==> src/isaPkg.sv <==
// ISA package with instruction field widths, field types and opcode and funct encodings.
package isaPkg;

	localparam int InstrWidth  = 32;
	localparam int OpcodeWidth = 6;
	localparam int FunctWidth  = 6;
	localparam int RegIdxWidth = 5;
	localparam int ImmWidth    = 16;
	localparam int JumpWidth   = 26;

	typedef logic [InstrWidth-1:0]  instrWord;
	typedef logic [OpcodeWidth-1:0] opcodeT;
	typedef logic [FunctWidth-1:0]  functT;
	typedef logic [RegIdxWidth-1:0] regIdx;
	typedef logic [ImmWidth-1:0]    immField;
	typedef logic [JumpWidth-1:0]   jumpField;

	// major opcodes.
	localparam opcodeT opRType = 6'd0;
	localparam opcodeT opJ     = 6'd2;
	localparam opcodeT opJal   = 6'd3;
	localparam opcodeT opBeq   = 6'd4;
	localparam opcodeT opBne   = 6'd5;
	localparam opcodeT opAddi  = 6'd8;
	localparam opcodeT opAndi  = 6'd12;
	localparam opcodeT opOri   = 6'd13;
	localparam opcodeT opXori  = 6'd14;
	localparam opcodeT opLw    = 6'd35;
	localparam opcodeT opSw    = 6'd43;
	localparam opcodeT opHlt   = 6'd63;

	// funct codes under opRType.
	localparam functT fnSll = 6'd0;
	localparam functT fnSrl = 6'd2;
	localparam functT fnJr  = 6'd8;
	localparam functT fnAdd = 6'd32;
	localparam functT fnSub = 6'd34;
	localparam functT fnAnd = 6'd36;
	localparam functT fnOr  = 6'd37;
	localparam functT fnXor = 6'd38;
	localparam functT fnSlt = 6'd42;

endpackage

==> src/corePkg.sv <==
// Core package with datapath word types, ALU operations, control bundle and run state.
package corePkg;

	import isaPkg::*;

	localparam int DataWidth     = 32;
	localparam int LoadAddrWidth = 16;

	typedef logic [DataWidth-1:0]     dataWord;
	typedef logic [LoadAddrWidth-1:0] loadAddr;

	typedef enum logic [3:0] {
		aluAdd,
		aluSub,
		aluAnd,
		aluOr,
		aluXor,
		aluSlt,
		aluSll,
		aluSrl,
		aluPassB
	} aluOpT;

	// one bundle per instruction, produced by the decoder.
	typedef struct packed {
		aluOpT aluOp;
		logic  aluSrcImm;
		logic  regWrite;
		logic  memRead;
		logic  memWrite;
		logic  memToReg;
		logic  isBranchEq;
		logic  isBranchNe;
		logic  isJump;
		logic  isJumpReg;
		logic  isLink;
		logic  isShift;
		logic  isHalt;
	} ctrlT;

	typedef enum logic [1:0] {
		stIdle,
		stRunning,
		stHalted
	} runStateT;

	// word index into instruction memory plus the word itself.
	typedef struct packed {
		loadAddr  addr;
		instrWord instr;
	} loadWord;

endpackage

==> src/regFile.sv <==
// Register file with 32 entries, two read ports, one write port and a debug read port.
module regFile
	import isaPkg::*;
	import corePkg::*;
(
	input  logic    clk,
	input  logic    rst,
	input  logic    writeEn,
	input  regIdx   writeAddr,
	input  dataWord writeData,
	input  regIdx   readAddrA,
	input  regIdx   readAddrB,
	output dataWord readDataA,
	output dataWord readDataB,
	input  regIdx   dbgAddr,
	output dataWord dbgData
);

	localparam int NumRegs = 2 ** RegIdxWidth;

	dataWord regs [NumRegs];

	// r0 is never written, so it keeps its reset value of zero.
	always_ff @(posedge clk or negedge rst) begin
		if (!rst) begin
			for (int i = 0; i < NumRegs; i++) begin
				regs[i] <= '0;
			end
		end else if (writeEn && (writeAddr != '0)) begin
			regs[writeAddr] <= writeData;
		end
	end

	assign readDataA = regs[readAddrA];
	assign readDataB = regs[readAddrB];
	assign dbgData   = regs[dbgAddr];

endmodule

==> config.mk <==
export PLATFORM = sky130hd
export DESIGN_NAME = regFile
export DESIGN_NICKNAME = d
export VERILOG_FILES = /design/src/isaPkg.sv /design/src/corePkg.sv /design/src/regFile.sv
export SDC_FILE = /design/constraint.sdc
export NUM_CORES = 2
export LEC_CHECK = 0
export BUFFER_PORTS_ARGS = -buffer_cell sky130_fd_sc_hd__clkbuf_2
export CAP_MARGIN = 30
export CORE_UTILIZATION = 50
export DETAILED_ROUTE_END_ITERATION = 8
export PLACE_DENSITY = 0.73
export SLEW_MARGIN = 25
export SYNTH_ARGS = -nofsm -noshare
export SYNTH_HDL_FRONTEND = slang
export SYNTH_SLANG_ARGS = --single-unit
export TNS_END_PERCENT = 20
==> constraint.sdc <==
create_clock -name clk -period 1.55 [get_ports clk]
set_input_delay 0.0775 -clock clk [delete_from_list [all_inputs] [get_ports clk]]
set_output_delay 0.0775 -clock clk [all_outputs]
set_load 0.02 [all_outputs]
# Yosys cells after proc, flatten, opt, wreduce, memory -nomap -nowiden
# Index checks and enable logic that the tools add are counted.
# totals
reg_bits,1024
inputBits,55
wordCells,56
# op_classes
reduce_logical,3
order_cmp,5
bitwise,4
muxes,12
# ops
operator,n
bitwise mux 1024 bit,1
binary-select mux 32 bit (select 5 bit),3
two-way mux 32 bit,7
demux 32 bit (select 5 bit),1
"greater-or-equal comparator 6 bit, second input constant",4
NOT 5 -> 6 bit,4
"< comparator 6 x 1 -> 1 bit, second input constant",1
nonzero test 5 bit,1
logical AND 1 bit,2

# Depth between registers and ports, before layout
# depth
depth_word,6
mapped_depth,8

# Worst setup path after synthesis
# No wires, ideal clock.
# synth_timing
path_kind,input -> output
start,in dbgAddr[1]
end,out dbgData[16]
arrival_time_ns,1.394
setup_slack_ns,0.079
path_buffers,4
path_stages,8
path_cell_list,buf_2 buf_2 buf_4 buf_4 mux2i_1 a22oi_1 a31oi_1 nand3_1
# synth_between
elab_chain_cells,4
# synth_rtl
item,line,rtl
start: declaration,regFile.sv:15,"input regIdx dbgAddr,"
NOT 5 -> 6 bit (not written as such),regFile.sv:36,assign dbgData = regs[dbgAddr];
binary-select mux 32 bit (select 5 bit),regFile.sv:36,
two-way mux 32 bit (not written as such) (2 in a row),regFile.sv:36,
end: declaration,regFile.sv:16,output dataWord dbgData
# Every way passes these cells. The select of a mux whose other input is x is not followed.

# Worst setup path after layout
# layout_timing
start,reg regs[989] (netlist name)
end,out dbgData[29]
# layout_between
elab_chain_cells,3
# layout_rtl
item,line,rtl
start: declaration,regFile.sv:21,dataWord regs [NumRegs];
start signal: indexed assignment,regFile.sv:30,regs[writeAddr] <= writeData;
binary-select mux 32 bit (select 5 bit),regFile.sv:36,
two-way mux 32 bit (not written as such) (2 in a row),regFile.sv:36,
# Every way passes these cells. The select of a mux whose other input is x is not followed.

==> summary.md <==
| Metric | Value |
|---|---|
| Kind of end point of the critical path | primary output |
| Cell accounting for the most synthesized area | sky130_fd_sc_hd__dfrtp_1 |
| Most frequently used flop master after synthesis | sky130_fd_sc_hd__dfrtp_1 |
| Slowest Stage Delay on Critical Path | 0.43 ns |
| Power density relative to cell area | 1140 mW/mm² |
| Placed cell area | 0.0729 mm² |
| Input/output buffers | 150 |
| Async set-or-reset flop fraction in the synthesized netlist | 100% |
| Proportion of power drawn by the clock network | 32.7% |
| X dimension of the die | 360 µm |
| Multi-input logic area | 0.0378 mm² |
| Worst Tran Pin Value | 0.776 ns |
| Sink Count | 1024 |
| Area of the core region | 0.128 mm² |
| Vias in the first global route | 53700 |
| Number of enable flip-flop cells after synthesis | 0 |
| CP bufs+invs | 2 |
| Post-synthesis instance area | 0.0642 mm² |
| Largest cells by area after synthesis | sky130_fd_sc_hd__dfrtp_1 40%, sky130_fd_sc_hd__mux2i_1 24%, sky130_fd_sc_hd__mux2_2 17% |
| Clock transition at the registers of the reported paths | 0.06 ns |
| Library cell used as clock root buffer | sky130_fd_sc_hd__clkbuf_16 |
| Reg power frac | 41.5% |
| Relative area change from synthesis to final layout | 23.3% |
| Share of layout cells above drive strength 1 | 37.0% |
| End-of-flow core utilization | 62.1% |
| Avg Synthesized Cell Area | 11.1 µm² |
| Path category of the worst min-delay check | input port to async pin |
| Number of I/O pins | 151 |
| Cell with the largest stage delay on the worst path | sky130_fd_sc_hd__dfrtp_1 |
| Number of vias after detailed routing | 53500 |
| Area fraction of the dominant cell type after synthesis | 39.9% |
| Detailed-route DRC error count | 0 |
| First-pass GRT wire length | 351000 µm |
| Max-cap check violation count | 0 |
| Slew headroom | 48.3% |
| Global route overflow | 0 |
| Setup CP Type | register to primary output |
| Number of failing setup endpoints in the final timing report | 96 |
| Post-route setup slack | -0.784 ns |
| Setup repair after global routing missed its margin | yes |
| Total Routed Length | 239000 µm |
| Insertion delay of the later-clocked pin in the worst-skew pair | 0.76 ns |
| Post-Synthesis Cells | 5768 |
| Routed WL per cell | 30.2 µm |
| Max-slew violation count | 0 |
| Combinational group share of total power | 25.8% |
| Number of detailed-routing iterations run before antenna repair | 8 |
| HPWL Detailed | 158000 µm |
| Final hold violations | 0 |
| Biggest register | regs |
| Most common cell after layout, fill and taps aside | sky130_fd_sc_hd__mux2i_1 |
| Number of nets at the end of the flow | 6194 |
| Fill cell instance count of the final layout | 9746 |
| Failing checks | negative setup slack |
| Design area | 0.0792 mm² |
| Die ar. | 0.130 mm² |
| Sequential element share of the synthesized area | 39.9% |
| Distinct cell type count of the synthesized netlist | 29 |
| Die height | 360 µm |
| Initial core utilization | 50.4% |
| Antenna violations before repair | 18 |
| Cell-internal power | 61.4 mW |
| Maximum fanout along the worst path | 4 |
| Power Total | 90.2 mW |
| Residual antenna-violating net count after detailed routing | 0 |
| Combined flip-flop and latch cell area | 0.0256 mm² |
| GRT Resource Usage Total | 35.7% |
| Most frequent cells in the layout | 1533 x sky130_fd_sc_hd__mux2i_1, 1024 x sky130_fd_sc_hd__dfrtp_1, 982 x sky130_fd_sc_hd__mux2_2 |
| Number of flip-flops in the largest register | 1024 |
| Maximum clock path buffer count | 3 |
| Worst setup SP type | register |
| Largest registers ranked by flip-flop count | regs: 1024 flops |
| Number of warnings reported in the yosys synthesis log | 0 |
| Inserted Clock Buffers | 111 |
| Static Leak | 37.6 nW |
| F_max | 428 MHz |
| Share of the cycle needed by the critical path after routing | 151% |
| FF+latch count, synth | 1024 |
| Htree depth | 3 |
| Largest net degree at the start of global routing | 116 |
| Worst vdd ir | 1.01 mV |
| Setup Skew | 0 ns |
| Placed Cells | 7694 |
| Cell breakdown of the critical path | mux2i_1 -> a22o_1 -> nor3_2 -> a31oi_2 -> nand3_2 -> buf_6 -> buf_8 |
| Number of design-rule violations left by the first detailed-router iteration | 6691 |
| Hold_ws | 0.0266 ns |
| Total net switching power | 28.8 mW |
| Number of rows created at floorplan | 131 |
| Worst endpoint required time | 1.47 ns |
| Switching share of power | 32.0% |
| Detailed-route vias per instance | 6.76 |
| Final cell count without fillers | 7909 |
| Net Count, Synth | 5823 |
| Arr. time, crit path | 2.26 ns |
| Crit path max-delay family | flip-flops |
| Result of the run | finished with violations |
| Weighted congestion at the end of routability-driven global placement | 0.977 |
| Final critical path time including I/O delays and setup | 2.33 ns |
| CTS tree | built |
## Yosys cell counts (all sizes together), types with 14 or more instances
master,n
a21oi,288
a22o,192
a22oi,288
a31oi,96
buf,329
clkbuf,276
dfrtp,1024
mux2,992
mux2i,1536
nand2,306
nand3,292
nor2,17
nor2b,14
nor3,99
## final timing paths
kind,slack [ns],depth (start not counted),endpoint,from
hold reg to reg,0.42,0,regs[992]$_DFFE_PN0P_,regs[992]$_DFFE_PN0P_
max in group asynchronous,0.56,4,regs[130]$_DFFE_PN0P_,rst
hold / removal,0.03,3,regs[487]$_DFFE_PN0P_,rst
min in group clk,0.05,2,regs[767]$_DFFE_PN0P_,writeData[31]
setup reg to reg,0.62,2,regs[808]$_DFFE_PN0P_,regs[808]$_DFFE_PN0P_
setup / recovery,-0.78,7,dbgData[29],regs[989]$_DFFE_PN0P_
## power groups by stage
stage                     Combinational (mW)  Clock [mW]  Sequential, mW
after global placement                  20.8           0            37.1
after floorplan                         14.7           0            35.9
after global routing                    24.7        30.7            38.0
after detailed placement                21.4           0            37.5
final                                   23.3        29.5            37.5
after CTS                               22.4        29.7            37.1
## worst register-to-register path, cell delays in order, from the launching register on
cell                      delay (ns)
sky130_fd_sc_hd__dfrtp_1        0.41
sky130_fd_sc_hd__buf_4          0.15
sky130_fd_sc_hd__mux2_2         0.27
## timing repair
action	CTS	global route
resized for setup	285	200
endpoints found under the setup margin	96	224
setup buffers	3	7
hold buffers	4	0
endpoints found under the hold margin	1027	0
pin swaps	91	124
## cell type report
class,count,share of cell area [%]
sequential,1024,32.4
clock inverter,59,1.10
antenna,15,0.0474
clock buffer,147,3.96
multi-input combinational,4139,47.7
tap,1662,2.63
timing repair buffer,863,12.2
## through the flow
stage	setup WS (ns)	setup TNS (ns)
3_3_place_gp	-0.523	-106.07
3_5_place_dp	-0.508	-126.47
2_1_floorplan	0.0786	0
4_1_cts	-0.817	-68.38
6_report	-0.784	-65.49
5_1_grt	-0.836	-71.67
## per-layer routing
metal	vias up	share of wire, %	track usage [%]
met5	-	0.0050	0
met4	2	6.2	20.4
met3	888	10	8.88
met2	3298	44	53.8
met1	27000	39	46.8
li1	22200	-	-
## cells by family (layout without fill, tap and decap cells)
logic type      after synthesis  after routing  share of synthesized area (%)
other cells                   0             15                              0
buf+inv                     605           1069                           4.35
simple gates                747            747                           5.27
mux                        2528           2528                           41.3
compound gates              864            864                           9.16
flops                      1024           1024                           39.9
Note: power is estimated with default switching activity, not from simulation.
