`src/isaPkg.sv`:
```
// ISA package with instruction field widths, field types and opcode and funct encodings.
package isaPkg;

	localparam int InstrWidth  = 32;
	localparam int OpcodeWidth = 6;
	localparam int FunctWidth  = 6;
	localparam int RegIdxWidth = 5;
	localparam int ImmWidth    = 16;
	localparam int JumpWidth   = 26;

	typedef logic [InstrWidth-1:0]  instrWord;
	typedef logic [OpcodeWidth-1:0] opcodeT;
	typedef logic [FunctWidth-1:0]  functT;
	typedef logic [RegIdxWidth-1:0] regIdx;
	typedef logic [ImmWidth-1:0]    immField;
	typedef logic [JumpWidth-1:0]   jumpField;

	// major opcodes.
	localparam opcodeT opRType = 6'd0;
	localparam opcodeT opJ     = 6'd2;
	localparam opcodeT opJal   = 6'd3;
	localparam opcodeT opBeq   = 6'd4;
	localparam opcodeT opBne   = 6'd5;
	localparam opcodeT opAddi  = 6'd8;
	localparam opcodeT opAndi  = 6'd12;
	localparam opcodeT opOri   = 6'd13;
	localparam opcodeT opXori  = 6'd14;
	localparam opcodeT opLw    = 6'd35;
	localparam opcodeT opSw    = 6'd43;
	localparam opcodeT opHlt   = 6'd63;

	// funct codes under opRType.
	localparam functT fnSll = 6'd0;
	localparam functT fnSrl = 6'd2;
	localparam functT fnJr  = 6'd8;
	localparam functT fnAdd = 6'd32;
	localparam functT fnSub = 6'd34;
	localparam functT fnAnd = 6'd36;
	localparam functT fnOr  = 6'd37;
	localparam functT fnXor = 6'd38;
	localparam functT fnSlt = 6'd42;

endpackage

```
`src/corePkg.sv`:
```
// Core package with datapath word types, ALU operations, control bundle and run state.
package corePkg;

	import isaPkg::*;

	localparam int DataWidth     = 32;
	localparam int LoadAddrWidth = 16;

	typedef logic [DataWidth-1:0]     dataWord;
	typedef logic [LoadAddrWidth-1:0] loadAddr;

	typedef enum logic [3:0] {
		aluAdd,
		aluSub,
		aluAnd,
		aluOr,
		aluXor,
		aluSlt,
		aluSll,
		aluSrl,
		aluPassB
	} aluOpT;

	// one bundle per instruction, produced by the decoder.
	typedef struct packed {
		aluOpT aluOp;
		logic  aluSrcImm;
		logic  regWrite;
		logic  memRead;
		logic  memWrite;
		logic  memToReg;
		logic  isBranchEq;
		logic  isBranchNe;
		logic  isJump;
		logic  isJumpReg;
		logic  isLink;
		logic  isShift;
		logic  isHalt;
	} ctrlT;

	typedef enum logic [1:0] {
		stIdle,
		stRunning,
		stHalted
	} runStateT;

	// word index into instruction memory plus the word itself.
	typedef struct packed {
		loadAddr  addr;
		instrWord instr;
	} loadWord;

endpackage

```
`src/instrDecoder.sv`:
```
// Instruction decoder producing the control bundle, register indices and immediate.
module instrDecoder
	import isaPkg::*;
	import corePkg::*;
(
	input  instrWord instr,
	output ctrlT     ctrl,
	output regIdx    rs,
	output regIdx    rt,
	output regIdx    dest,
	output dataWord  imm,
	output jumpField jumpTarget
);

	opcodeT     opcode;
	functT      funct;
	regIdx      rd;
	immField    immRaw;
	logic [4:0] shamt;
	logic       isLogicImm;

	assign opcode     = instr[31:26];
	assign rs         = instr[25:21];
	assign rt         = instr[20:16];
	assign rd         = instr[15:11];
	assign shamt      = instr[10:6];
	assign funct      = instr[5:0];
	assign immRaw     = instr[15:0];
	assign jumpTarget = instr[25:0];

	always_comb begin
		ctrl = '0;
		ctrl.aluOp = aluAdd;
		case (opcode)
			opRType: begin
				ctrl.regWrite = 1'b1;
				case (funct)
					fnAdd: ctrl.aluOp = aluAdd;
					fnSub: ctrl.aluOp = aluSub;
					fnAnd: ctrl.aluOp = aluAnd;
					fnOr:  ctrl.aluOp = aluOr;
					fnXor: ctrl.aluOp = aluXor;
					fnSlt: ctrl.aluOp = aluSlt;
					fnSll: begin
						ctrl.aluOp = aluSll;
						ctrl.isShift = 1'b1;
					end
					fnSrl: begin
						ctrl.aluOp = aluSrl;
						ctrl.isShift = 1'b1;
					end
					fnJr: begin
						ctrl.regWrite = 1'b0;
						ctrl.isJumpReg = 1'b1;
					end
					default: ctrl.regWrite = 1'b0;
				endcase
			end
			opJ: ctrl.isJump = 1'b1;
			opJal: begin
				ctrl.isJump = 1'b1;
				ctrl.isLink = 1'b1;
				ctrl.regWrite = 1'b1;
				ctrl.aluOp = aluPassB;
			end
			opBeq: ctrl.isBranchEq = 1'b1;
			opBne: ctrl.isBranchNe = 1'b1;
			opAddi, opAndi, opOri, opXori: begin
				ctrl.aluSrcImm = 1'b1;
				ctrl.regWrite = 1'b1;
				if (opcode == opAndi) ctrl.aluOp = aluAnd;
				else if (opcode == opOri) ctrl.aluOp = aluOr;
				else if (opcode == opXori) ctrl.aluOp = aluXor;
			end
			opLw: begin
				ctrl.aluSrcImm = 1'b1;
				ctrl.regWrite = 1'b1;
				ctrl.memRead = 1'b1;
				ctrl.memToReg = 1'b1;
			end
			opSw: begin
				ctrl.aluSrcImm = 1'b1;
				ctrl.memWrite = 1'b1;
			end
			opHlt: ctrl.isHalt = 1'b1;
			default: ;
		endcase
	end

	assign isLogicImm = (opcode == opAndi) || (opcode == opOri) || (opcode == opXori);

	always_comb begin
		if (ctrl.isShift) imm = {27'd0, shamt};
		else if (isLogicImm) imm = {16'd0, immRaw};
		else imm = {{16{immRaw[15]}}, immRaw};
	end

	// jal links into r31.
	always_comb begin
		if (ctrl.isLink) dest = 5'd31;
		else if (opcode == opRType) dest = rd;
		else dest = rt;
	end

endmodule

```
`config.mk`:
```
export PLATFORM = sky130hd
export DESIGN_NAME = instrDecoder
export DESIGN_NICKNAME = d
export VERILOG_FILES = /design/src/isaPkg.sv /design/src/corePkg.sv /design/src/instrDecoder.sv
export SDC_FILE = /design/constraint.sdc
export NUM_CORES = 1
export LEC_CHECK = 0
export ABC_AREA = 1
export BUFFER_PORTS_ARGS = -buffer_cell sky130_fd_sc_hd__buf_2
export CORE_MARGIN = 2
export CORE_UTILIZATION = 25
export DETAILED_ROUTE_END_ITERATION = 16
export GPL_ROUTABILITY_DRIVEN = 0
export PLACE_DENSITY_LB_ADDON = 0.3
export SLEW_MARGIN = 5
export SYNTH_ARGS = -nofsm -noshare
export SYNTH_HDL_FRONTEND = slang
export SYNTH_SLANG_ARGS = --single-unit
```
`constraint.sdc`:
```
create_clock -name vclk -period 2.2
set_input_delay 0.33 -clock vclk [all_inputs]
set_output_delay 0.33 -clock vclk [all_outputs]
set_load 0.005 [all_outputs]
```
Yosys cells after proc, flatten, opt, wreduce, memory -nomap -nowiden. Index checks and enable logic that the tools add are counted.

Register bits after elaboration: 0. Bits of input ports: 32.

Equality and inequality tests: 19. Mux-type cells: 23. Reductions and logical operators: 10.

Operator list (number): $mux 32 (2); $eq 6x6->1 const B (9); $eq 6x4->1 const B (5); $pmux 3 s7 (1); $eq 6x2->1 const B (3); $mux 1 (13); $eq 6x3->1 const B (2); $logic_not 6->1 (2); $pmux 4 s3 (1); $reduce_or 6->1 (2); $mux 5 (2); $mux 4 (2); $reduce_or 8->1 (1); $reduce_or 2->1 (2); $reduce_or 4->1 (1); $mux 3 (1); $logic_or 1x1->1 (2); $pmux 1 s2 (1).

Longest topological paths before layout. Gate-level depths: netlist of the first run.

Depth after elaboration: 5. Mapped depth: 7.

Worst setup path before layout of the first run. OpenSTA, ideal clock, no wires.

Kind: input -> output. From: in instr[0]. To: out imm[17]. Arrival time: 1.848 ns. Setup slack: 0.022 ns. Cell stages on the path: 5. Path buffers: 1. Cells stage by stage: inv_1 nand3_2 nor2_8 a211oi_1 buf_4.

Longest elaborated chain between the ends: 5. Elaborated cells between the ends (all ways): 6. Classes of those cells: 1 x eq/ne; 3 x mux; 2 x reduce/logical.

Ends and longest elaborated chain: from (decl) (line instrDecoder.sv:6) `input instrWord instr,`; $eq 6x2->1 / $logic_not 6->1 (equally long branches) (line instrDecoder.sv:37) `case (funct)`; $reduce_or 2->1 (no source line) (*); $mux 1 (*) (line instrDecoder.sv:37); $mux 1 (*) (line instrDecoder.sv:34) `case (opcode)`; $mux 32 (*) (line instrDecoder.sv:93) `if (ctrl.isShift) imm = {27'd0, shamt};`; to (decl) (line instrDecoder.sv:11) `output dataWord imm,`.

Every way passes the cells marked *; elsewhere a longest branch is shown, timed or not.

Worst setup path after layout of the first run.
From: in instr[2]. To: out imm[3].

The elaborated chain is that of the path after synthesis.

==> impl_metrics.yaml, run 1 <==
sta:
  max-slew-margin-rel_pct: 54.99
  hold_ws_ns: 0.6600
  worst_slack_ns: 0.3318
  worst_pin_slew_ns: 0.6739
  setup_tns_ns: 0
  rsz0062_at_grt: "no"
  period_share_pct: 84.92
  slew_violations: 0
  timing.final.crit_period_ns: 1.868
  setup_viol: 0
  hold_violations: 0
  fmax_mhz: 535.3
pwr:
  p_per_area_mw_per_mm2: 151.5
  power_frac_comb_pct: 100.0
  irDropWorstVdd_mv: 0.05209
  internal-power_uw: 95.59
  p_sw_share_pct: 50.95
  power_uw: 194.9
  clock_power_share_pct: 0
  switchingPower_uw: 99.30
  leakage_nw: 0.8406
  seq_power_share_pct: 0
floorplan:
  start_util_pct: 25.74
  core-area_mm2: 0.003971
  die_area_mm2: 0.004617
  ios: 121
  die_w_um: 67.95
  die-height_um: 67.95
  num_rows: 23
drt:
  dr.pass1.iters: 4
  vias_per_cell: 4.107
  wl_um: 2648
  drc: 0
  ant_nets: 0
  drt-wirelength-per-cell_um: 9.457
  num_vias: 1150
  drtIter0Drc: 27
setup_path:
  crit_top_cell: "buf_2"
  critPathMaxFanout: 14
  cpPeakStageDelay_ns: 0.24
  path_class: "in -> out"
  critPathCaptureType: "primary output"
  required_ns: 1.87
  path_cells: "buf_2 > nor2_2 > nand3_2 > nor2_8 > buf_4 > inv_2 > o21ai_2 > buf_2"
  start_kind: "input port"
  cpMaxStageDelayCell: "buf_4"
  critPathArrivalTime_ns: 1.54
global_routing:
  antenna_found_initial: 0
  overflow: 0
  grt_pass1_vias: 870
  grt_max_degree: 17
  grt_pass1_wl_um: 3753
  grt_util_all_layers_pct: 10.05
clocking:
  hold_buffers: 0
final_layout:
  stdcell_count: 280
  final_cell_mix: "buf_2, inv_1, nand2_1, nor2_2, buf_4"
  fin_nets: 264
  regArea_um2: 0
  clock_buffers: 0
  area_growth_pct: 25.83
  drive_gt1_share_pct: 63.91
  fillers: 453
  nFlopsAndLatches: 0
  layout_commonest_cell: "buf_2"
  num_antenna_cells: 0
min_path:
  hold-path-cell-count: 0
  hold_start: "instr[23]"
  worst_hold_path_type: "in -> out"
  min_to: "jumpTarget[23]"
placed_design:
  placed_cells_incl_taps: 280
  io_buffers: 106
  dp_slack_ns: -0.07220
  dpl.hpwl_um: 2395
status:
  status: "complete, no violations"
synthesis:
  syn_area_per_cell_um2: 6.085
  ys_warn_count: 0
  ys_types: 25
  syn-num-nets: 200
  ys_seq_area_share_pct: 0
  syn_area_mm2: 0.001022
  synth_cells: 168
run:
  maxCapViolCount: 0
-- critical path, delay by kind of cell --
kind	cells	cell delay (ns)
buffers and inverters	4	0.61
AOI/OAI and AO/OA	1	0.12
and+or+nand+nor	3	0.47
-- synthesized netlist by cell type --
cell type | number | share of area (%)
buf_4 | 53 | 39
inv_1 | 25 | 9.2
nand2_1 | 16 | 5.9
nor2_2 | 13 | 8.0
nor2_1 | 11 | 4.0
nand3_1 | 10 | 4.9
o21ai_1 | 6 | 2.9
nand4_1 | 4 | 2.4
nor4_1 | 4 | 2.4
o21ai_2 | 4 | 3.4
a21oi_1 | 3 | 1.5
inv_2 | 3 | 1.1
a21oi_2 | 2 | 1.7
buf_6 | 2 | 2.2
o21ai_0 | 2 | 0.98
a211oi_1 | 1 | 0.73
and2_1 | 1 | 0.61
clkbuf_1 | 1 | 0.37
nand3_2 | 1 | 0.98
nand3_4 | 1 | 1.7
nor2_4 | 1 | 1.1
nor2_8 | 1 | 2.0
nor3_1 | 1 | 0.49
nor4_2 | 1 | 1.2
o211ai_2 | 1 | 1.2
-- metal layers --
metal  GRT usage, %  vias up  share of wire (%)
met5              0        -                  0
met4         0.5000        0               0.45
met3         0.3289        2                 10
met2          18.57       65                 47
met1          13.48      481                 42
li1               -      602                  -
-- cell type report --
class	count	area (um2)	area share [%]
inverter	28	105.1	8.171
multi-input combinational	84	498.0	38.72
tap	50	62.56	4.864
timing repair buffer	118	620.6	48.25
-- power groups by stage --
stage               sequential, mW  clock, mW  combinational [mW]
detailed placement               0          0               0.197
CTS                              0          0               0.198
finish                           0          0               0.195
global placement                 0          0               0.197
global route                     0          0               0.222
floorplan                        0          0               0.146
-- how the worst max path moves through the flow --
| stage | depth (start not counted) | slack [ns] | from | endpoint |
|---|---|---|---|---|
| 2_1_floorplan | 5 | 0.02 | instr[0] | imm[17] |
| 3_3_place_gp | 6 | 0.006 | instr[2] | imm[31] |
| 3_5_place_dp | 6 | -0.07 | instr[2] | imm[31] |
| 4_1_cts | 8 | 0.30 | instr[2] | imm[0] |
| 5_1_grt | 6 | 0.15 | instr[2] | imm[21] |
| 6_report | 8 | 0.33 | instr[2] | imm[3] |
-- metrics by stage --
step / utilization, % / instance area (um2)
2_1_floorplan: - / 1022
3_3_place_gp: 32.26 / 1281
3_5_place_dp: 32.26 / 1281
4_1_cts: 32.39 / 1286
5_1_grt: 32.39 / 1286
6_report: 32.39 / 1286
-- cells by family (layout without fill, tap and decap cells) --
logic type | Yosys count | count (layout) | synth area share (%)
compound gates | 19 | 19 | 12.48
simple gates | 65 | 65 | 35.74
buf+inv | 84 | 146 | 51.77
-- timing repair --
item                                   4_1_cts  5_1_grt
setup endpoints to repair                   16        0
endpoints found under the hold margin        0        0
gates resized for setup                      1        0
setup buffers                                0        0
(Power assumes the default switching activity.)
==> inputs of run 2 (changes only) <==
Settings changed: ABC_AREA 1 to 0.
Clock period 2.2 ns to 1.52 ns, I/O delays scaled along.
==> impl_metrics.yaml, run 2 <==
floorplan:
  die_area_mm2: 0.004334
  core-area_mm2: 0.003661
  die-height_um: 65.84
  ios: 121
  num_rows: 22
  start_util_pct: 26.11
  die_w_um: 65.84
synthesis:
  muxShareOfSynthArea_pct: 1.178
  synth_top_cell_area_share_pct: 43.19
  ys_seq_area_share_pct: 0
  synth_fa_ha_area_share_pct: 0
  synth-compound-area-share_pct: 14.14
  yosysMostFrequentCell: "buf_4"
  synth_xor_xnor_area_share_pct: 0.9162
  syn-num-nets: 178
  ys_types: 36
  synth_top_family_by_area: "buffers and inverters"
  synth_area_leaders: "buf_4, and2_1, nand2_1"
  ys_warn_count: 0
  syn_area_per_cell_um2: 6.547
  synthTopCellsByCount: "buf_4, nand2_1, and2_1"
  syn_area_um2: 955.9
  synth_cells: 146
  synth_largest_area_cell: "buf_4"
  yosys.area_share.simple_pct: 35.60
drt:
  dr_wl_met3_um: 247
  vias_per_cell: 4.430
  met2_length_um: 1551
  dr.pass1.iters: 4
  drt-wirelength-per-cell_um: 11.60
  drc: 0
  drtIter0Drc: 17
  wl_um: 3073
  ant_nets: 0
  num_vias: 1174
  highest_layer: "met3"
  wl_met1_um: 1274
global_routing:
  grt_pass1_wl_um: 4416
  overflow: 0
  grt_util_all_layers_pct: 12.31
  antenna_found_initial: 0
  grt_pass1_vias: 980
  grt_max_degree: 10
sta:
  hold_violations: 0
  timing.final.crit_period_ns: 1.629
  worst_slack_ns: -0.1093
  slew_violations: 0
  fmax_mhz: 613.8
  period_share_pct: 107.2
  setup_viol: 33
  rsz0062_at_grt: "yes"
  worst_pin_slew_ns: 0.2971
  max-slew-margin-rel_pct: 80.01
  hold_ws_ns: 0.4560
  setup_tns_ns: -1.862
pwr:
  switchingPower_uw: 157.5
  p_per_area_mw_per_mm2: 227.4
  leakage_nw: 0.8258
  seq_power_share_pct: 0
  p_sw_share_pct: 47.23
  irDropWorstVdd_mv: 0.1070
  power_frac_comb_pct: 100.0
  internal-power_uw: 176.0
  power_uw: 333.5
  clock_power_share_pct: 0
setup_path:
  start_kind: "input port"
  critPathCaptureType: "primary output"
  required_ns: 1.29
  critPathArrivalTime_ns: 1.40
  critPathMaxFanout: 4
  path_class: "in -> out"
status:
  violations: "negative setup slack"
  status: "finished with violations"
final_layout:
  stdcell_count: 265
  area_growth_pct: 53.40
  layout_commonest_cell: "buf_2"
  num_antenna_cells: 0
  fillers: 390
  fin_nets: 251
  drive_gt1_share_pct: 74.65
  nFlopsAndLatches: 0
  final_core_util_pct: 40.05
  multi_input_area_um2: 620.6
  final_cell_mix: "buf_2, buf_4, nand2_2, and2_1"
  clock_buffers: 0
  regArea_um2: 0
placed_design:
  io_buffers: 106
  dpl.hpwl_um: 2526
  placed_cells_incl_taps: 262
run:
  maxCapViolCount: 0
min_path:
  worst_hold_path_type: "in -> out"
run 2: power groups by stage:
stage | Clock [mW] | Sequential, mW | Combinational (mW)
after floorplan | 0 | 0 | 0.219
after global placement | 0 | 0 | 0.300
after detailed placement | 0 | 0 | 0.300
after CTS | 0 | 0 | 0.314
after global routing | 0 | 0 | 0.366
final | 0 | 0 | 0.333
run 2: stage by stage:
| step | cell area, um2 | worst slack, ns |
|---|---|---|
| after global placement | 1289 | -0.1835 |
| after detailed placement | 1289 | -0.1999 |
| final | 1466 | -0.1093 |
| after CTS | 1350 | -0.1050 |
| after global routing | 1466 | -0.1840 |
| after floorplan | 998.5 | -0.08653 |
run 2: cell type report:
| type | count | area share, % |
|---|---|---|
| multi-input cells | 82 | 42.32 |
| inverters | 5 | 1.280 |
| well taps | 48 | 4.096 |
| repair buffers | 130 | 52.30 |
run 2: kinds of logic after synthesis:
logic type,count (synthesis)
mux,1
compound gates,18
simple gates,61
buf+inv,65
xor+xnor,1
run 2: critical path, stage by stage:
cell      delay (ns)
buf_8           0.10
nor4_4          0.30
buf_4           0.16
and2_4          0.17
nand2b_4        0.08
o31ai_4         0.21
buf_2           0.14
run 2: timing repair:
item                                    in CTS  in global routing
pin swaps                                    3                  7
hold buffers                                 0                  0
buffers inserted                             2                  0
gates resized for setup                     11                 27
endpoints found under the setup margin      34                 42
cloned                                       1                  0
endpoints found under the hold margin        0                  0
run 2: path summary, 6_finish.rpt:
kind  startpoint        endpoint  slack [ns]  cells past startpoint
max    instr[31]        ctrl[14]       -0.11                      7
min    instr[21]  jumpTarget[21]        0.46                      0
run 2: routing by layer:
metal	vias up	global-route usage (%)
met5	-	0
met1	531	16.39
li1	586	-
met4	0	0
met3	0	1.193
met2	57	22.60
==> inputs of run 3 (changes only) <==
Settings changed: BUFFER_PORTS_ARGS -buffer_cell sky130_fd_sc_hd__buf_2 to default, DONT_BUFFER_PORTS from default to 1.
==> impl_metrics.yaml, run 3 (synthesis gave the netlist of run 2 again) <==
pwr:
  internal-power_uw: 53.22
  leakage_nw: 0.2949
  p_sw_share_pct: 52.51
  switchingPower_uw: 58.84
  irDropWorstVdd_mv: 0.04494
  seq_power_share_pct: 0
  clock_power_share_pct: 0
  power_frac_comb_pct: 100.0
  p_per_area_mw_per_mm2: 156.6
sta:
  slew_violations: 0
  fmax_mhz: 699.1
  timing.final.crit_period_ns: 1.430
  setup_tns_ns: 0
  worst_pin_slew_ns: 0.6167
  period_share_pct: 94.11
  rsz0062_at_grt: "yes"
  hold_ws_ns: 0.4560
  hold_violations: 0
  setup_viol: 0
  max-slew-margin-rel_pct: 58.78
setup_path:
  crit_buf_inv: 1
  cpMaxStageDelayCell: "nor4_4"
  path_class: "in -> out"
  critPathArrivalTime_ns: 1.20
  critPathMaxFanout: 16
  path_cells: "nor4_4 > nand4_1 > buf_6 > and2_4 > a21boi_4"
  cpPeakStageDelay_ns: 0.32
  required_ns: 1.29
  critPathCaptureType: "primary output"
  start_kind: "input port"
  critPathTopFamily: "simple AND/OR/NAND/NOR gates"
placed_design:
  io_buffers: 0
  placed_cells_incl_taps: 147
  placed_area_um2: 690.7
  dpl.hpwl_um: 2063
floorplan:
  die_w_um: 65.84
  core-area_mm2: 0.003661
  start_util_pct: 26.11
  die_area_mm2: 0.004334
  num_rows: 22
  die-height_um: 65.84
  ios: 121
final_layout:
  drive_gt1_share_pct: 27.72
  stdcell_count: 149
  regArea_um2: 0
  area_growth_pct: -25.13
  clock_buffers: 0
  final_area_um2: 715.7
  final_cell_mix: "nand2_1, buf_4, nand3_1, and2_1, nor2_1"
  nFlopsAndLatches: 0
  fin_nets: 135
  final_core_util_pct: 19.55
  num_antenna_cells: 0
global_routing:
  grt_util_all_layers_pct: 10.78
  antenna_found_initial: 0
  grt_pass1_vias: 748
  overflow: 0
  grt_max_degree: 17
  grt_pass1_wl_um: 3760
clocking:
  hold_buffers: 0
drt:
  ant_nets: 0
  drtIter0Drc: 18
  wl_um: 2453
  num_vias: 749
  vias_per_cell: 5.027
  dr.pass1.iters: 4
  drc: 0
  drt-wirelength-per-cell_um: 16.46
run:
  maxCapViolCount: 0
status:
  status: "complete, no violations"
min_path:
  worst_hold_path_type: "in -> out"
[run 3: metal layers]
layer  vias to the layer above  GRT usage [%]  share of wire, %
li1                        353              -                 -
met1                       346          13.63                38
met2                        46          17.93                47
met3                         4          3.748                13
met4                         0          1.563               1.6
met5                         -              0                 0
[run 3: per-stage QoR]
| step | setup slack, ns | power [mW] |
|---|---|---|
| floorplan | -0.08653 | 0.2189 |
| global placement | 0.06611 | 0.1119 |
| detailed placement | 0.06233 | 0.1111 |
| CTS | 0.04683 | 0.1117 |
| global route | -0.02705 | 0.1283 |
| finish | 0.08955 | 0.1121 |
[run 3: worst paths after layout]
check	startpoint	end	slack [ns]	cells after the start
worst max-delay path	instr[28]	imm[16]	0.09	5
worst min-delay path	instr[21]	jumpTarget[21]	0.46	0
[run 3: power by group through the flow]
stage	combinational, mW	sequential [mW]	clock [mW]
after floorplan	0.219	0	0
after global placement	0.112	0	0
after detailed placement	0.111	0	0
after CTS	0.112	0	0
after global routing	0.128	0	0
final	0.112	0	0
[run 3: final cells by class]
| class | instances | area (um2) |
|---|---|---|
| Timing Repair Buffer | 15 | 116.4 |
| Multi-Input combinational cell | 81 | 520.5 |
| Fill cell | 420 | 2945 |
| Tap cell | 48 | 60.06 |
| Inverter | 5 | 18.77 |
[run 3: what timing repair did]
item	in CTS	in global routing
endpoints found under the hold margin	0	0
setup endpoints to repair	0	28
gates resized for setup	0	4
buffers inserted	0	2
