--- config.mk ---
export PLATFORM = sky130hd
export DESIGN_NAME = executeUnit
export DESIGN_NICKNAME = d
export VERILOG_FILES = /design/src/isaPkg.sv /design/src/corePkg.sv /design/src/executeUnit.sv
export SDC_FILE = /design/constraint.sdc
export NUM_CORES = 1
export LEC_CHECK = 0
export ABC_AREA = 1
export BUFFER_PORTS_ARGS = -buffer_cell sky130_fd_sc_hd__buf_2
export CAP_MARGIN = 25
export CORE_AREA = 2 2 171 173
export DETAILED_ROUTE_END_ITERATION = 8
export DIE_AREA = 0 0 173 175
export PLACE_DENSITY_LB_ADDON = 0.05
export SLEW_MARGIN = 40
export SYNTH_ARGS = -nofsm -noshare
export SYNTH_HDL_FRONTEND = slang
export SYNTH_SLANG_ARGS = --single-unit
--- constraint.sdc ---
create_clock -name vclk -period 9.5
set_clock_uncertainty 0.15 [all_clocks]
set_input_delay 1.425 -clock vclk [all_inputs]
set_output_delay 1.425 -clock vclk [all_outputs]
set_load 0.05 [all_outputs]
--- src/isaPkg.sv ---
// ISA package with instruction field widths, field types and opcode and funct encodings.
package isaPkg;

	localparam int InstrWidth  = 32;
	localparam int OpcodeWidth = 6;
	localparam int FunctWidth  = 6;
	localparam int RegIdxWidth = 5;
	localparam int ImmWidth    = 16;
	localparam int JumpWidth   = 26;

	typedef logic [InstrWidth-1:0]  instrWord;
	typedef logic [OpcodeWidth-1:0] opcodeT;
	typedef logic [FunctWidth-1:0]  functT;
	typedef logic [RegIdxWidth-1:0] regIdx;
	typedef logic [ImmWidth-1:0]    immField;
	typedef logic [JumpWidth-1:0]   jumpField;

	// major opcodes.
	localparam opcodeT opRType = 6'd0;
	localparam opcodeT opJ     = 6'd2;
	localparam opcodeT opJal   = 6'd3;
	localparam opcodeT opBeq   = 6'd4;
	localparam opcodeT opBne   = 6'd5;
	localparam opcodeT opAddi  = 6'd8;
	localparam opcodeT opAndi  = 6'd12;
	localparam opcodeT opOri   = 6'd13;
	localparam opcodeT opXori  = 6'd14;
	localparam opcodeT opLw    = 6'd35;
	localparam opcodeT opSw    = 6'd43;
	localparam opcodeT opHlt   = 6'd63;

	// funct codes under opRType.
	localparam functT fnSll = 6'd0;
	localparam functT fnSrl = 6'd2;
	localparam functT fnJr  = 6'd8;
	localparam functT fnAdd = 6'd32;
	localparam functT fnSub = 6'd34;
	localparam functT fnAnd = 6'd36;
	localparam functT fnOr  = 6'd37;
	localparam functT fnXor = 6'd38;
	localparam functT fnSlt = 6'd42;

endpackage

--- src/corePkg.sv ---
// Core package with datapath word types, ALU operations, control bundle and run state.
package corePkg;

	import isaPkg::*;

	localparam int DataWidth     = 32;
	localparam int LoadAddrWidth = 16;

	typedef logic [DataWidth-1:0]     dataWord;
	typedef logic [LoadAddrWidth-1:0] loadAddr;

	typedef enum logic [3:0] {
		aluAdd,
		aluSub,
		aluAnd,
		aluOr,
		aluXor,
		aluSlt,
		aluSll,
		aluSrl,
		aluPassB
	} aluOpT;

	// one bundle per instruction, produced by the decoder.
	typedef struct packed {
		aluOpT aluOp;
		logic  aluSrcImm;
		logic  regWrite;
		logic  memRead;
		logic  memWrite;
		logic  memToReg;
		logic  isBranchEq;
		logic  isBranchNe;
		logic  isJump;
		logic  isJumpReg;
		logic  isLink;
		logic  isShift;
		logic  isHalt;
	} ctrlT;

	typedef enum logic [1:0] {
		stIdle,
		stRunning,
		stHalted
	} runStateT;

	// word index into instruction memory plus the word itself.
	typedef struct packed {
		loadAddr  addr;
		instrWord instr;
	} loadWord;

endpackage

--- src/executeUnit.sv ---
// Execute stage with the ALU, the branch compare and next PC selection.
module executeUnit
	import isaPkg::*;
	import corePkg::*;
#(
	parameter int ImemAddrWidth = 8
) (
	input  ctrlT                     ctrl,
	input  dataWord                  opA,
	input  dataWord                  opB,
	input  dataWord                  imm,
	input  jumpField                 jumpTarget,
	input  logic [ImemAddrWidth-1:0] pc,
	output dataWord                  aluResult,
	output logic [ImemAddrWidth-1:0] nextPc
);

	dataWord                  aluA;
	dataWord                  aluB;
	dataWord                  linkValue;
	logic [ImemAddrWidth-1:0] pcPlusOne;
	logic [ImemAddrWidth-1:0] branchTarget;
	logic                     branchTaken;

	assign pcPlusOne    = pc + 1'b1;
	assign branchTarget = pc + imm[ImemAddrWidth-1:0];
	assign linkValue    = dataWord'(pc) + dataWord'(1);

	// shifts take rt as the source and the shift amount as the distance.
	always_comb begin
		aluA = ctrl.isShift ? opB : opA;
		if (ctrl.isLink) aluB = linkValue;
		else if (ctrl.aluSrcImm || ctrl.isShift) aluB = imm;
		else aluB = opB;
	end

	always_comb begin
		case (ctrl.aluOp)
			aluAdd:   aluResult = aluA + aluB;
			aluSub:   aluResult = aluA - aluB;
			aluAnd:   aluResult = aluA & aluB;
			aluOr:    aluResult = aluA | aluB;
			aluXor:   aluResult = aluA ^ aluB;
			aluSlt:   aluResult = ($signed(aluA) < $signed(aluB)) ? dataWord'(1) : '0;
			aluSll:   aluResult = aluA << aluB[4:0];
			aluSrl:   aluResult = aluA >> aluB[4:0];
			aluPassB: aluResult = aluB;
			default:  aluResult = '0;
		endcase
	end

	assign branchTaken = (ctrl.isBranchEq && (opA == opB)) ||
		(ctrl.isBranchNe && (opA != opB));

	// branch offsets are relative to the branch itself, not pc plus one.
	always_comb begin
		if (ctrl.isJump) nextPc = jumpTarget[ImemAddrWidth-1:0];
		else if (ctrl.isJumpReg) nextPc = opA[ImemAddrWidth-1:0];
		else if (branchTaken) nextPc = branchTarget;
		else nextPc = pcPlusOne;
	end

endmodule

Yosys cells after proc, flatten, opt, wreduce, memory -nomap -nowiden. Index checks and enable logic that the tools add are counted.

Output and inout port bits: 40. Flip-flop bits (word level): 0.

$add $sub $neg: 5. Order comparisons: 1. Reduce and logical (&&, ||, !) cells: 5. Equal/unequal tests: 10. Shift operators: 2. Mux-type cells: 8. Bitwise gates (word level): 3.

Operators with widths (count): $pmux 32 s9 (1); $mux 32 (3); $add 32x32->32 (1); $and 32x32->32 (1); $eq 32x32->1 (1); $lt 32x32->1 (1); $ne 32x32->1 (1); $or 32x32->32 (1); $shl 32x5->32 (1); $shr 32x5->32 (1); $sub 32x32->32 (1); $xor 32x32->32 (1); $mux 8 (3); $eq 4x3->1 const B (4); $add 8x1->9 const B (1); $add 8x1->8 const B (1); $add 8x8->8 (1); $eq 4x2->1 const B (2); $eq 4x1->1 const B (1); $eq 4x4->1 const B (1); $logic_not 4->1 (1); $logic_and 1x1->1 (2); $logic_or 1x1->1 (2); $mux 1 (1).

Longest topological paths before layout. Gate-level depths: netlist (run 1).

Depth in word-level cells: 6. Gate-level depth with buffers: 24. Gate-level depth less buffers: 24.

Worst setup path before layout (run 1). OpenSTA, ideal clock, no wires.

Path type: input to output. Start: input port ctrl[11] in the netlist's numbering. End: output port aluResult[18]. Buffers on the path: 3. Stages on the path: 18. Setup slack: 3.620 ns. Data arrival time: 4.305 ns. Cell sequence: nor2_2 > buf_2 > buf_2 > nor2_1 > nor3_1 > inv_1 > ha_1 > buf_2 > nor2_1 > inv_1 > nor3_1 > nand2_1 > o21ai_1 > nand2_1 > nand2_1 > nand2_1 > a21oi_1 > nand4_1.

Longest elaborated chain between the ends: 5. Elaborated cells between the ends (all ways): 11. Those cells by class: 2 x add/sub; 2 x shift; 3 x mux; 3 x bitwise; 1 x reduce/logical.

RTL lines: start, declared (RTL line executeUnit.sv:8) `input ctrlT ctrl,`; $logic_or 1x1->1 * (RTL line executeUnit.sv:33) `else if (ctrl.aluSrcImm || ctrl.isShift) aluB = imm;`; $mux 32 * (RTL line executeUnit.sv:33); $mux 32 * (RTL line executeUnit.sv:32) `if (ctrl.isLink) aluB = linkValue;`; $sub 32x32->32, or another cell as far along (RTL line executeUnit.sv:40) `aluSub: aluResult = aluA - aluB;`; $pmux 32 s9 * (RTL line executeUnit.sv:38) `case (ctrl.aluOp)`; end, declared (RTL line executeUnit.sv:14) `output dataWord aluResult,`.

Every way passes the cells marked *; elsewhere a longest branch is shown, timed or not.

Final worst setup path (run 1).
Start: input port ctrl[11] in the netlist's numbering. End: output port aluResult[0].

Longest elaborated chain between the ends: 6. Elaborated cells between the ends (all ways): 13. Those cells by class: 2 x add/sub; 1 x order compare; 2 x shift; 4 x mux; 3 x bitwise; 1 x reduce/logical.

RTL lines: $logic_or 1x1->1 * (RTL line executeUnit.sv:33); $mux 32 * (RTL line executeUnit.sv:33); $mux 32 * (RTL line executeUnit.sv:32); $lt 32x32->1 (RTL line executeUnit.sv:44) `aluSlt: aluResult = ($signed(aluA) < $signed(aluB)) ? dataWord'(1) : '0;`; $mux 1 (RTL line executeUnit.sv:44); $pmux 32 s9 * (RTL line executeUnit.sv:38).

Marked as above.

==> flow_summary.ini, run 1 <==
[global_routing]
maximum_number_of_pins_on_one_net_before_global_route_repair = 70
number_of_antenna_violations_at_the_first_check_in_global_routing = 1
groute.usage.overall = 0.3897
grt_pass1_wl_um = 90570
grt_pass1_vias = 15180
grt-ovfl-total = 0

[yosys]
netlist-cell-type-count = 53
synthesis.area_um2 = 11260
synth_commonest_cells = sky130_fd_sc_hd__nand2_1, sky130_fd_sc_hd__nand3_1, sky130_fd_sc_hd__inv_1
post-synth-top-area-fraction = 0.2177
synth-seq-area-share = 0
yosysTopAreaCell = sky130_fd_sc_hd__nand2_1
synth_top_cells_by_area = sky130_fd_sc_hd__nand2_1, sky130_fd_sc_hd__nand3_1, sky130_fd_sc_hd__ha_1
synth_cells = 2254
synth.most_common_cell = sky130_fd_sc_hd__nand2_1
synth_warnings = 0
post_synth.cell_area_avg_um2 = 4.994
synthesis.nets = 2508

[layout]
register_area_um2 = 0
multiInputGateArea_um2 = 9614
layout-area-overhead-vs-synth_pct = 7.892
final_nets = 2588
final.clkbuf_count = 0
layout-drive-gt1-share = 0.09691
numSequentialCells = 0
final.fill_count = 3425

[timing]
hold_viol = 0
final_critical_delay_including_setup_and_external_delays_ps = 7460
finalWorstSetupSlack_ps = 2040
finalSetupViolations = 0
grt_setup_unrepaired = no
fmax_ghz = 0.1341
totalNegativeSetupSlack_ps = 0
final-max-slew-violation-count = 0
post-route-period-util = 0.7852
worst_rel_slew_slack = 0.3881
worstMarginPinSlew_ps = 910.9

[floorplanning]
dieHeight_um = 175
io-pin-count = 186
core.rowCount = 62
floorplan.die_area_um2 = 30280
die_wd_um = 173
initial_core_util = 0.3965
core_region_area_um2 = 28390

[power]
power_frac_seq = 0
power_density_nw_per_um2 = 87.74
cellLeakagePower_nw = 6.409
net-switching-power_uw = 785.6
clockPowerShare = 0
p_int_uw = 280.0
combinationalPowerShare = 1.000
peak_supply_drop_v = 0.00003383
swShare = 0.7372
total_power_mw = 1.066

[route]
drt_pre_antenna_iters = 6
drtAntennaViolNets = 0
post_drt_wl_per_cell_um = 22.59
totalWireLength_um = 61380
drt-initial-drc-count = 1913
via_per_inst = 5.905
routed-via-count = 16040
drc = 0

[status]
run_status = completed

[clock_tree]
postCtsHoldBufs = 0
postCtsSetupBuffers = 0
count_of_cells_resized_by_post_cts_repair = 0

[setup_path]
critical_path.max_fanout = 46
timing.critical_path.slowest_stage_cell = sky130_fd_sc_hd__nor2_2
crit_chain = buf_2 -> nor2_2 -> a21oi_1 -> o21ai_1 -> nand2_2 -> inv_2 -> buf_4 -> ha_1 -> inv_1 -> a21oi_1 -> o21ai_1 -> inv_1 -> o21ai_1 -> nand2_1 -> nand2_1 -> nand4_1 -> nand3_1 -> nand3_1 -> nand3_1 -> buf_2
top_delay_family_on_crit_path = simple AND/OR/NAND/NOR gates
slowest_delay_ps = 600
arrival_ps = 5880
cp-start-kind = input pin
cp_data_required_time_ps = 7930
timing.setup.critical_path_class = in -> out
worstPathBufferInverterCount = 6
critPathCaptureType = output pin

[place]
detailedPlace.worstSlack_ps = 2252
portBuffers = 163
gp_routability_congestion = 1.092
post-dp-hpwl_um = 50630

[hold_path]
hold_class = in -> out
hold_path_end = nextPc[5]
min_path_cells = 4
hold_path.startpoint = jumpTarget[5]

[job]
timing.max_cap.violations = 0
## logic make-up (layout without fill, tap and decap cells)
family	count (synthesis)	after routing	synth area share
AO/OA/AOI/OAI	400	400	0.2047
multiplexers	1	1	0.0008892
XOR/XNOR	28	28	0.02178
AND/OR/NAND/NOR	1321	1321	0.5024
other	0	1	0
buffers and inverters	396	474	0.1482
adder cells (fa/ha/maj)	108	108	0.1220
## power groups by stage
stage                     combinational, mW  sequential, mW    clock [mW]
final                                  1.07               0  0.0000000337
after detailed placement               1.03               0             0
after global placement                 1.02               0             0
after global routing                   1.15               0             0
after CTS                              1.03               0             0
after floorplan                       0.711               0             0
## tightest hold or removal path, stage by stage
cell	delay [ps]
sky130_fd_sc_hd__buf_2	100
sky130_fd_sc_hd__nand2_1	50
sky130_fd_sc_hd__nand2_1	40
sky130_fd_sc_hd__buf_2	200
## per-stage QoR
step / hold WS (ps) / area [um2] / std cells / util
4_1_cts: 3092 / 12120 / 2715 / 0.4270
2_1_floorplan: 2978 / 11260 / 2254 / -
3_3_place_gp: 3091 / 12120 / 2715 / 0.4267
6_report: 3091 / 12150 / 2717 / 0.4278
5_1_grt: 3146 / 12140 / 2716 / 0.4277
3_5_place_dp: 3092 / 12120 / 2715 / 0.4270
## routing by layer
| metal | global-route usage | vias to the layer above | share of wire |
|---|---|---|---|
| li1 | - | 7552 | - |
| met5 | 0 | - | 0 |
| met1 | 0.5131 | 7376 | 0.41 |
| met4 | 0.1695 | 0 | 0.052 |
| met2 | 0.6440 | 964 | 0.44 |
| met3 | 0.04156 | 152 | 0.095 |
## cell usage in the layout (no fill, tap or decap), types with 21 or more instances in the layout
| cell type | netlist | final |
|---|---|---|
| sky130_fd_sc_hd__nand2_1 | 653 | 652 |
| sky130_fd_sc_hd__buf_2 | 38 | 163 |
| sky130_fd_sc_hd__o21ai_0 | 109 | 106 |
| sky130_fd_sc_hd__ha_1 | 105 | 105 |
| sky130_fd_sc_hd__a21oi_1 | 135 | 135 |
| sky130_fd_sc_hd__xnor2_1 | 24 | 24 |
| sky130_fd_sc_hd__nand4_1 | 34 | 34 |
| sky130_fd_sc_hd__o22ai_1 | 21 | 21 |
| sky130_fd_sc_hd__nor2_1 | 235 | 234 |
| sky130_fd_sc_hd__inv_1 | 284 | 283 |
| sky130_fd_sc_hd__nand3_1 | 315 | 315 |
| sky130_fd_sc_hd__nor3_1 | 39 | 35 |
| sky130_fd_sc_hd__o21ai_1 | 38 | 41 |
| sky130_fd_sc_hd__o21a_1 | 21 | 21 |
## layout make-up
type	instances	share of cell area
multi-input combinational	1858	0.7916
inverter	293	0.09055
timing repair buffer	181	0.07809
tap	384	0.03956
antenna	1	0.0002060
## worst max path at each step
stage	startpoint	end	depth (start not counted)	slack, ps
3_3_place_gp	ctrl[11]	aluResult[0]	19	2250
5_1_grt	ctrl[11]	aluResult[20]	18	1910
4_1_cts	ctrl[11]	aluResult[0]	17	2240
3_5_place_dp	ctrl[11]	aluResult[0]	17	2250
6_report	ctrl[11]	aluResult[0]	20	2040
2_1_floorplan	ctrl[11]	aluResult[18]	18	3620
Power figures use the tool's default switching activity.
==> inputs of run 2 (changes only) <==
- clock period: 9.5 -> 6.2 ns (I/O delays scaled with it)
==> flow_summary.ini, run 2 (synthesis results as in run 1) <==
[power]
peak_supply_drop_v = 0.00004756
total_power_mw = 1.668
cellLeakagePower_nw = 6.612
power_density_nw_per_um2 = 133.8

[global_routing]
maximum_number_of_pins_on_one_net_before_global_route_repair = 69
grt-ovfl-total = 0
number_of_antenna_violations_at_the_first_check_in_global_routing = 1
grt_pass1_wl_um = 90050
grt_pass1_vias = 15070
groute.usage.overall = 0.3870

[route]
drt_pre_antenna_iters = 7
routed-via-count = 16190
drtAntennaViolNets = 0
drc = 0
totalWireLength_um = 60920
post_drt_wl_per_cell_um = 22.10
drt-initial-drc-count = 1803
via_per_inst = 5.871

[floorplanning]
core.rowCount = 62
initial_core_util = 0.3965
io-pin-count = 186
dieHeight_um = 175
die_wd_um = 173
floorplan.die_area_um2 = 30280
core_region_area_um2 = 28390

[timing]
worstMarginPinSlew_ps = 922.2
final_critical_delay_including_setup_and_external_delays_ps = 5954
finalSetupViolations = 0
fmax_ghz = 0.1680
hold_viol = 0
grt_setup_unrepaired = no
post-route-period-util = 0.9603
finalWorstSetupSlack_ps = 246.0
worst_hold_slack_ps = 2105
final-max-slew-violation-count = 0
worst_rel_slew_slack = 0.3829
totalNegativeSetupSlack_ps = 0

[layout]
layout-drive-gt1-share = 0.1100
n_antenna_cell = 0
postLayoutCellArea_um2 = 12470
register_area_um2 = 0
final_core_utilization = 0.4391
layoutNonFillerInstCount = 2757
final_common_cell = sky130_fd_sc_hd__nand2_1
commonest_cells_after_routing_fill_and_taps_aside = sky130_fd_sc_hd__nand2_1, sky130_fd_sc_hd__nand3_1, sky130_fd_sc_hd__inv_1, sky130_fd_sc_hd__nor2_1, sky130_fd_sc_hd__buf_2
layout-area-overhead-vs-synth_pct = 10.76
final_nets = 2629
final.clkbuf_count = 0
final.fill_count = 3437
numSequentialCells = 0

[setup_path]
arrival_ps = 4870
critPathCaptureType = output pin
cp-start-kind = input pin
crit_chain = buf_2 -> inv_2 -> nand2_4 -> nor2_1 -> nor3_1 -> inv_1 -> ha_1 -> buf_4 -> nor2_1 -> nand2_1 -> nor2_1 -> buf_4 -> nand3_1 -> nand3_1 -> buf_4 -> a21oi_1 -> o21ai_0 -> nand2_1 -> a21oi_1 -> nand3_1 -> buf_2
critical_path.max_fanout = 33
timing.setup.critical_path_class = in -> out
slowest_delay_ps = 400
timing.critical_path.slowest_stage_cell = sky130_fd_sc_hd__nor3_1
cp_data_required_time_ps = 5120

[clock_tree]
postCtsSetupBuffers = 0
count_of_cells_resized_by_post_cts_repair = 0
postCtsHoldBufs = 0

[place]
detailedPlace.worstSlack_ps = 313.0
gp_routability_congestion = 1.060
post-dp-hpwl_um = 50880
placed_area_um2 = 12460
place.detailed.instances = 2756
portBuffers = 163

[hold_path]
min_path_cells = 4
hold_class = in -> out

[status]
run_status = completed

[job]
timing.max_cap.violations = 0
==> run 2: cell types whose count changed in the layout (fill, tap and decap cells not counted), moves of 3 or more <==
| cell | change |
|---|---|
| sky130_fd_sc_hd__o21ai_0 | +3 |
| sky130_fd_sc_hd__buf_12 | +3 |
| sky130_fd_sc_hd__buf_4 | +39 |
| sky130_fd_sc_hd__nor3_1 | +4 |
| sky130_fd_sc_hd__o21ai_1 | -3 |
| sky130_fd_sc_hd__nor3_2 | -4 |
==> run 2: per-layer routing <==
| metal | global-route usage | wire length (um) |
|---|---|---|
| met5 | 0 | 0 |
| met2 | 0.6385 | 26840 |
| met4 | 0.1614 | 3172 |
| met3 | 0.08138 | 6793 |
| met1 | 0.4889 | 24120 |
==> run 2: final timing paths <==
kind	start	end
setup / recovery	ctrl[1]	aluResult[20]
hold / removal	jumpTarget[5]	nextPc[5]
==> run 2: final cells by class <==
| class | count | area (um2) | area share |
|---|---|---|---|
| well taps | 384 | 480.5 | 0.03853 |
| repair buffers | 222 | 1296 | 0.1040 |
| inverters | 293 | 1100 | 0.08821 |
| multi-input cells | 1858 | 9592 | 0.7693 |
==> run 2: power breakdown <==
part / leakage (nW) / total (mW) / internal (mW) / switching [mW]
clock: 0 / 0 / 0 / 0
combinational: 6.61 / 1.67 / 0.460 / 1.21
sequential: 0 / 0 / 0 / 0
total: 6.61 / 1.67 / 0.460 / 1.21
==> run 2: worst max-delay path: cells and delay by family <==
family / cells / cell delay (ps)
AND/OR/NAND/NOR: 10 / 1910
buffers and inverters: 7 / 1270
AO/OA/AOI/OAI: 3 / 410
adder cells (fa/ha/maj): 1 / 340
==> inputs of run 3 (changes only) <==
- ABC_AREA: 1 -> 0
- CORE_AREA: 2 2 171 173 -> 2 2 161 163
- DIE_AREA: 0 0 173 175 -> 0 0 163 165
- PLACE_DENSITY: unset -> 0.65
- PLACE_DENSITY_LB_ADDON: 0.05 -> unset
==> flow_summary.ini, run 3 <==
[timing]
final-max-slew-violation-count = 0
fmax_ghz = 0.1654
totalNegativeSetupSlack_ps = 0
worstMarginPinSlew_ps = 861.8
finalWorstSetupSlack_ps = 154.6
worst_rel_slew_slack = 0.4255
post-route-period-util = 0.9751
grt_setup_unrepaired = yes
hold_viol = 0
finalSetupViolations = 0
final_critical_delay_including_setup_and_external_delays_ps = 6045

[floorplanning]
core.rowCount = 58
initial_core_util = 0.3951
floorplan.die_area_um2 = 26900
core_region_area_um2 = 25040
die_wd_um = 163
io-pin-count = 186
dieHeight_um = 165

[setup_path]
top_delay_family_on_crit_path = compound AO/OA/AOI/OAI gates
worst-path-stages = 16
arrival_ps = 4970
slowest_delay_ps = 420
critical-path-top-cell-by-count = sky130_fd_sc_hd__a211o_1
cp-start-kind = input pin
timing.critical_path.slowest_stage_cell = sky130_fd_sc_hd__ha_1
crit_chain = clkbuf_4 -> nor2_4 -> buf_12 -> mux2i_1 -> or2_2 -> ha_1 -> a211oi_1 -> o21bai_1 -> a211o_1 -> a221o_1 -> and3b_1 -> o31a_1 -> o31ai_1 -> a211o_1 -> a2111o_1 -> buf_2
critical_path.max_fanout = 25
critPathLaunch = ctrl[1]
critical_path.endpoint = aluResult[29]
critPathCaptureType = output pin
worstPathBufferInverterCount = 3
cp_data_required_time_ps = 5120
timing.setup.critical_path_class = in -> out

[global_routing]
number_of_antenna_violations_at_the_first_check_in_global_routing = 1
maximum_number_of_pins_on_one_net_before_global_route_repair = 58
grt_pass1_wl_um = 77560
grt-ovfl-total = 0
groute.usage.overall = 0.3832
grt_pass1_vias = 12140

[yosys]
synthesis.nets = 1708
synth-seq-area-share = 0
synthesis.area_um2 = 9891
yosys-mux-area-fraction = 0.1889
yosysTopAreaCell = sky130_fd_sc_hd__mux2i_1
synth_top_cells_by_area = sky130_fd_sc_hd__mux2i_1, sky130_fd_sc_hd__ha_1, sky130_fd_sc_hd__a21oi_1
netlist-cell-type-count = 79
post_synth.cell_area_avg_um2 = 6.802
synth_commonest_cells = sky130_fd_sc_hd__mux2i_1, sky130_fd_sc_hd__nand2_1, sky130_fd_sc_hd__a21oi_1
synth_xor_area_frac = 0.04605
synth.most_common_cell = sky130_fd_sc_hd__mux2i_1
post-synth-top-area-fraction = 0.1559
synth_warnings = 0
synth_cells = 1454
largest_family_of_logic_cells_by_synthesized_area = compound AO/OA/AOI/OAI gates
post_synth_and_or_nand_nor_area_fraction = 0.1948
post_synth_fa_ha_maj_area_fraction = 0.1389
synth_compound_gate_area_share = 0.3446

[route]
drc = 0
met3_length_um = 4933
detailroute.wirelength.met2_um = 22190
routed-via-count = 12760
drt-met1-wl_um = 22710
totalWireLength_um = 52590
drtAntennaViolNets = 0
highest_layer = met4
drt-initial-drc-count = 1506
via_per_inst = 6.474
drt_pre_antenna_iters = 5
post_drt_wl_per_cell_um = 26.68

[layout]
commonest_cells_after_routing_fill_and_taps_aside = sky130_fd_sc_hd__buf_2, sky130_fd_sc_hd__mux2i_1, sky130_fd_sc_hd__nand2_1, sky130_fd_sc_hd__buf_4, sky130_fd_sc_hd__a21oi_1
final_nets = 1896
final.fill_count = 2682
layout-drive-gt1-share = 0.2341
numSequentialCells = 0
final.clkbuf_count = 0
register_area_um2 = 0
layout-area-overhead-vs-synth_pct = 19.91
final_common_cell = sky130_fd_sc_hd__buf_2

[power]
total_power_mw = 1.748
cellLeakagePower_nw = 5.609
peak_supply_drop_v = 0.0001133
power_density_nw_per_um2 = 147.4

[job]
timing.max_cap.violations = 0

[status]
run_status = completed

[hold_path]
hold_class = in -> out

[clock_tree]
postCtsSetupBuffers = 0
postCtsHoldBufs = 0

[place]
gp_routability_congestion = 1.032
portBuffers = 163
detailedPlace.worstSlack_ps = -5.031
post-dp-hpwl_um = 42800
-- run 3: changes by cell type in the layout (fill, tap and decap cells not counted), sizes merged, moves of 65 or more --
cell and change:
mux2i +153, nor2 -129, nand2 -532, nand3 -291, inv -185, buf +65
-- run 3: logic make-up after synthesis --
logic type | Yosys count
compound gates | 495
xor+xnor | 52
fa+ha+maj | 108
buf+inv | 210
mux | 182
simple gates | 407
-- run 3: power breakdown --
group / switching, mW / internal [mW]
clock: 0 / 0.0000000270
combinational: 1.15 / 0.601
sequential: 0 / 0
total: 1.15 / 0.601
-- run 3: timing repair --
item / 4_1_cts / 5_1_grt
pin swaps: 0 / 1
endpoints found under the setup margin: 1 / 11
gates resized for setup: 1 / 28
-- run 3: per-stage QoR --
step | hold WS [ps] | instance area, um2 | util | cells
2_1_floorplan | 2008 | 9927 | - | 1454
3_3_place_gp | 2119 | 11710 | 0.4679 | 1967
3_5_place_dp | 2125 | 11750 | 0.4691 | 1969
4_1_cts | 2125 | 11750 | 0.4694 | 1969
5_1_grt | 2149 | 11860 | 0.4736 | 1970
6_report | 2124 | 11860 | 0.4737 | 1971
-- run 3: per-layer routing --
layer / up-vias / global-route usage
li1: 5827 / -
met5: - / 0
met3: 117 / 0.03943
met4: 0 / 0.1496
met2: 692 / 0.5861
met1: 6125 / 0.5488
-- run 3: area by class of cell --
type	instances	area, um2	share of cell area
Antenna cell	1	2.502	0.0002110
Inverter	108	407.9	0.03439
Multi-Input combinational cell	1244	9243	0.7793
Timing Repair Buffer	288	1794	0.1513
Tap cell	330	412.9	0.03481
-- run 3: worst min path at each step --
stage                       start        end  slack [ps]  cells after the start
floorplan           jumpTarget[1]  nextPc[1]        2010                      1
global placement    jumpTarget[7]  nextPc[7]        2120                      4
detailed placement  jumpTarget[7]  nextPc[7]        2120                      4
CTS                 jumpTarget[7]  nextPc[7]        2120                      4
global route        jumpTarget[7]  nextPc[7]        2150                      4
finish              jumpTarget[7]  nextPc[7]        2120                      4
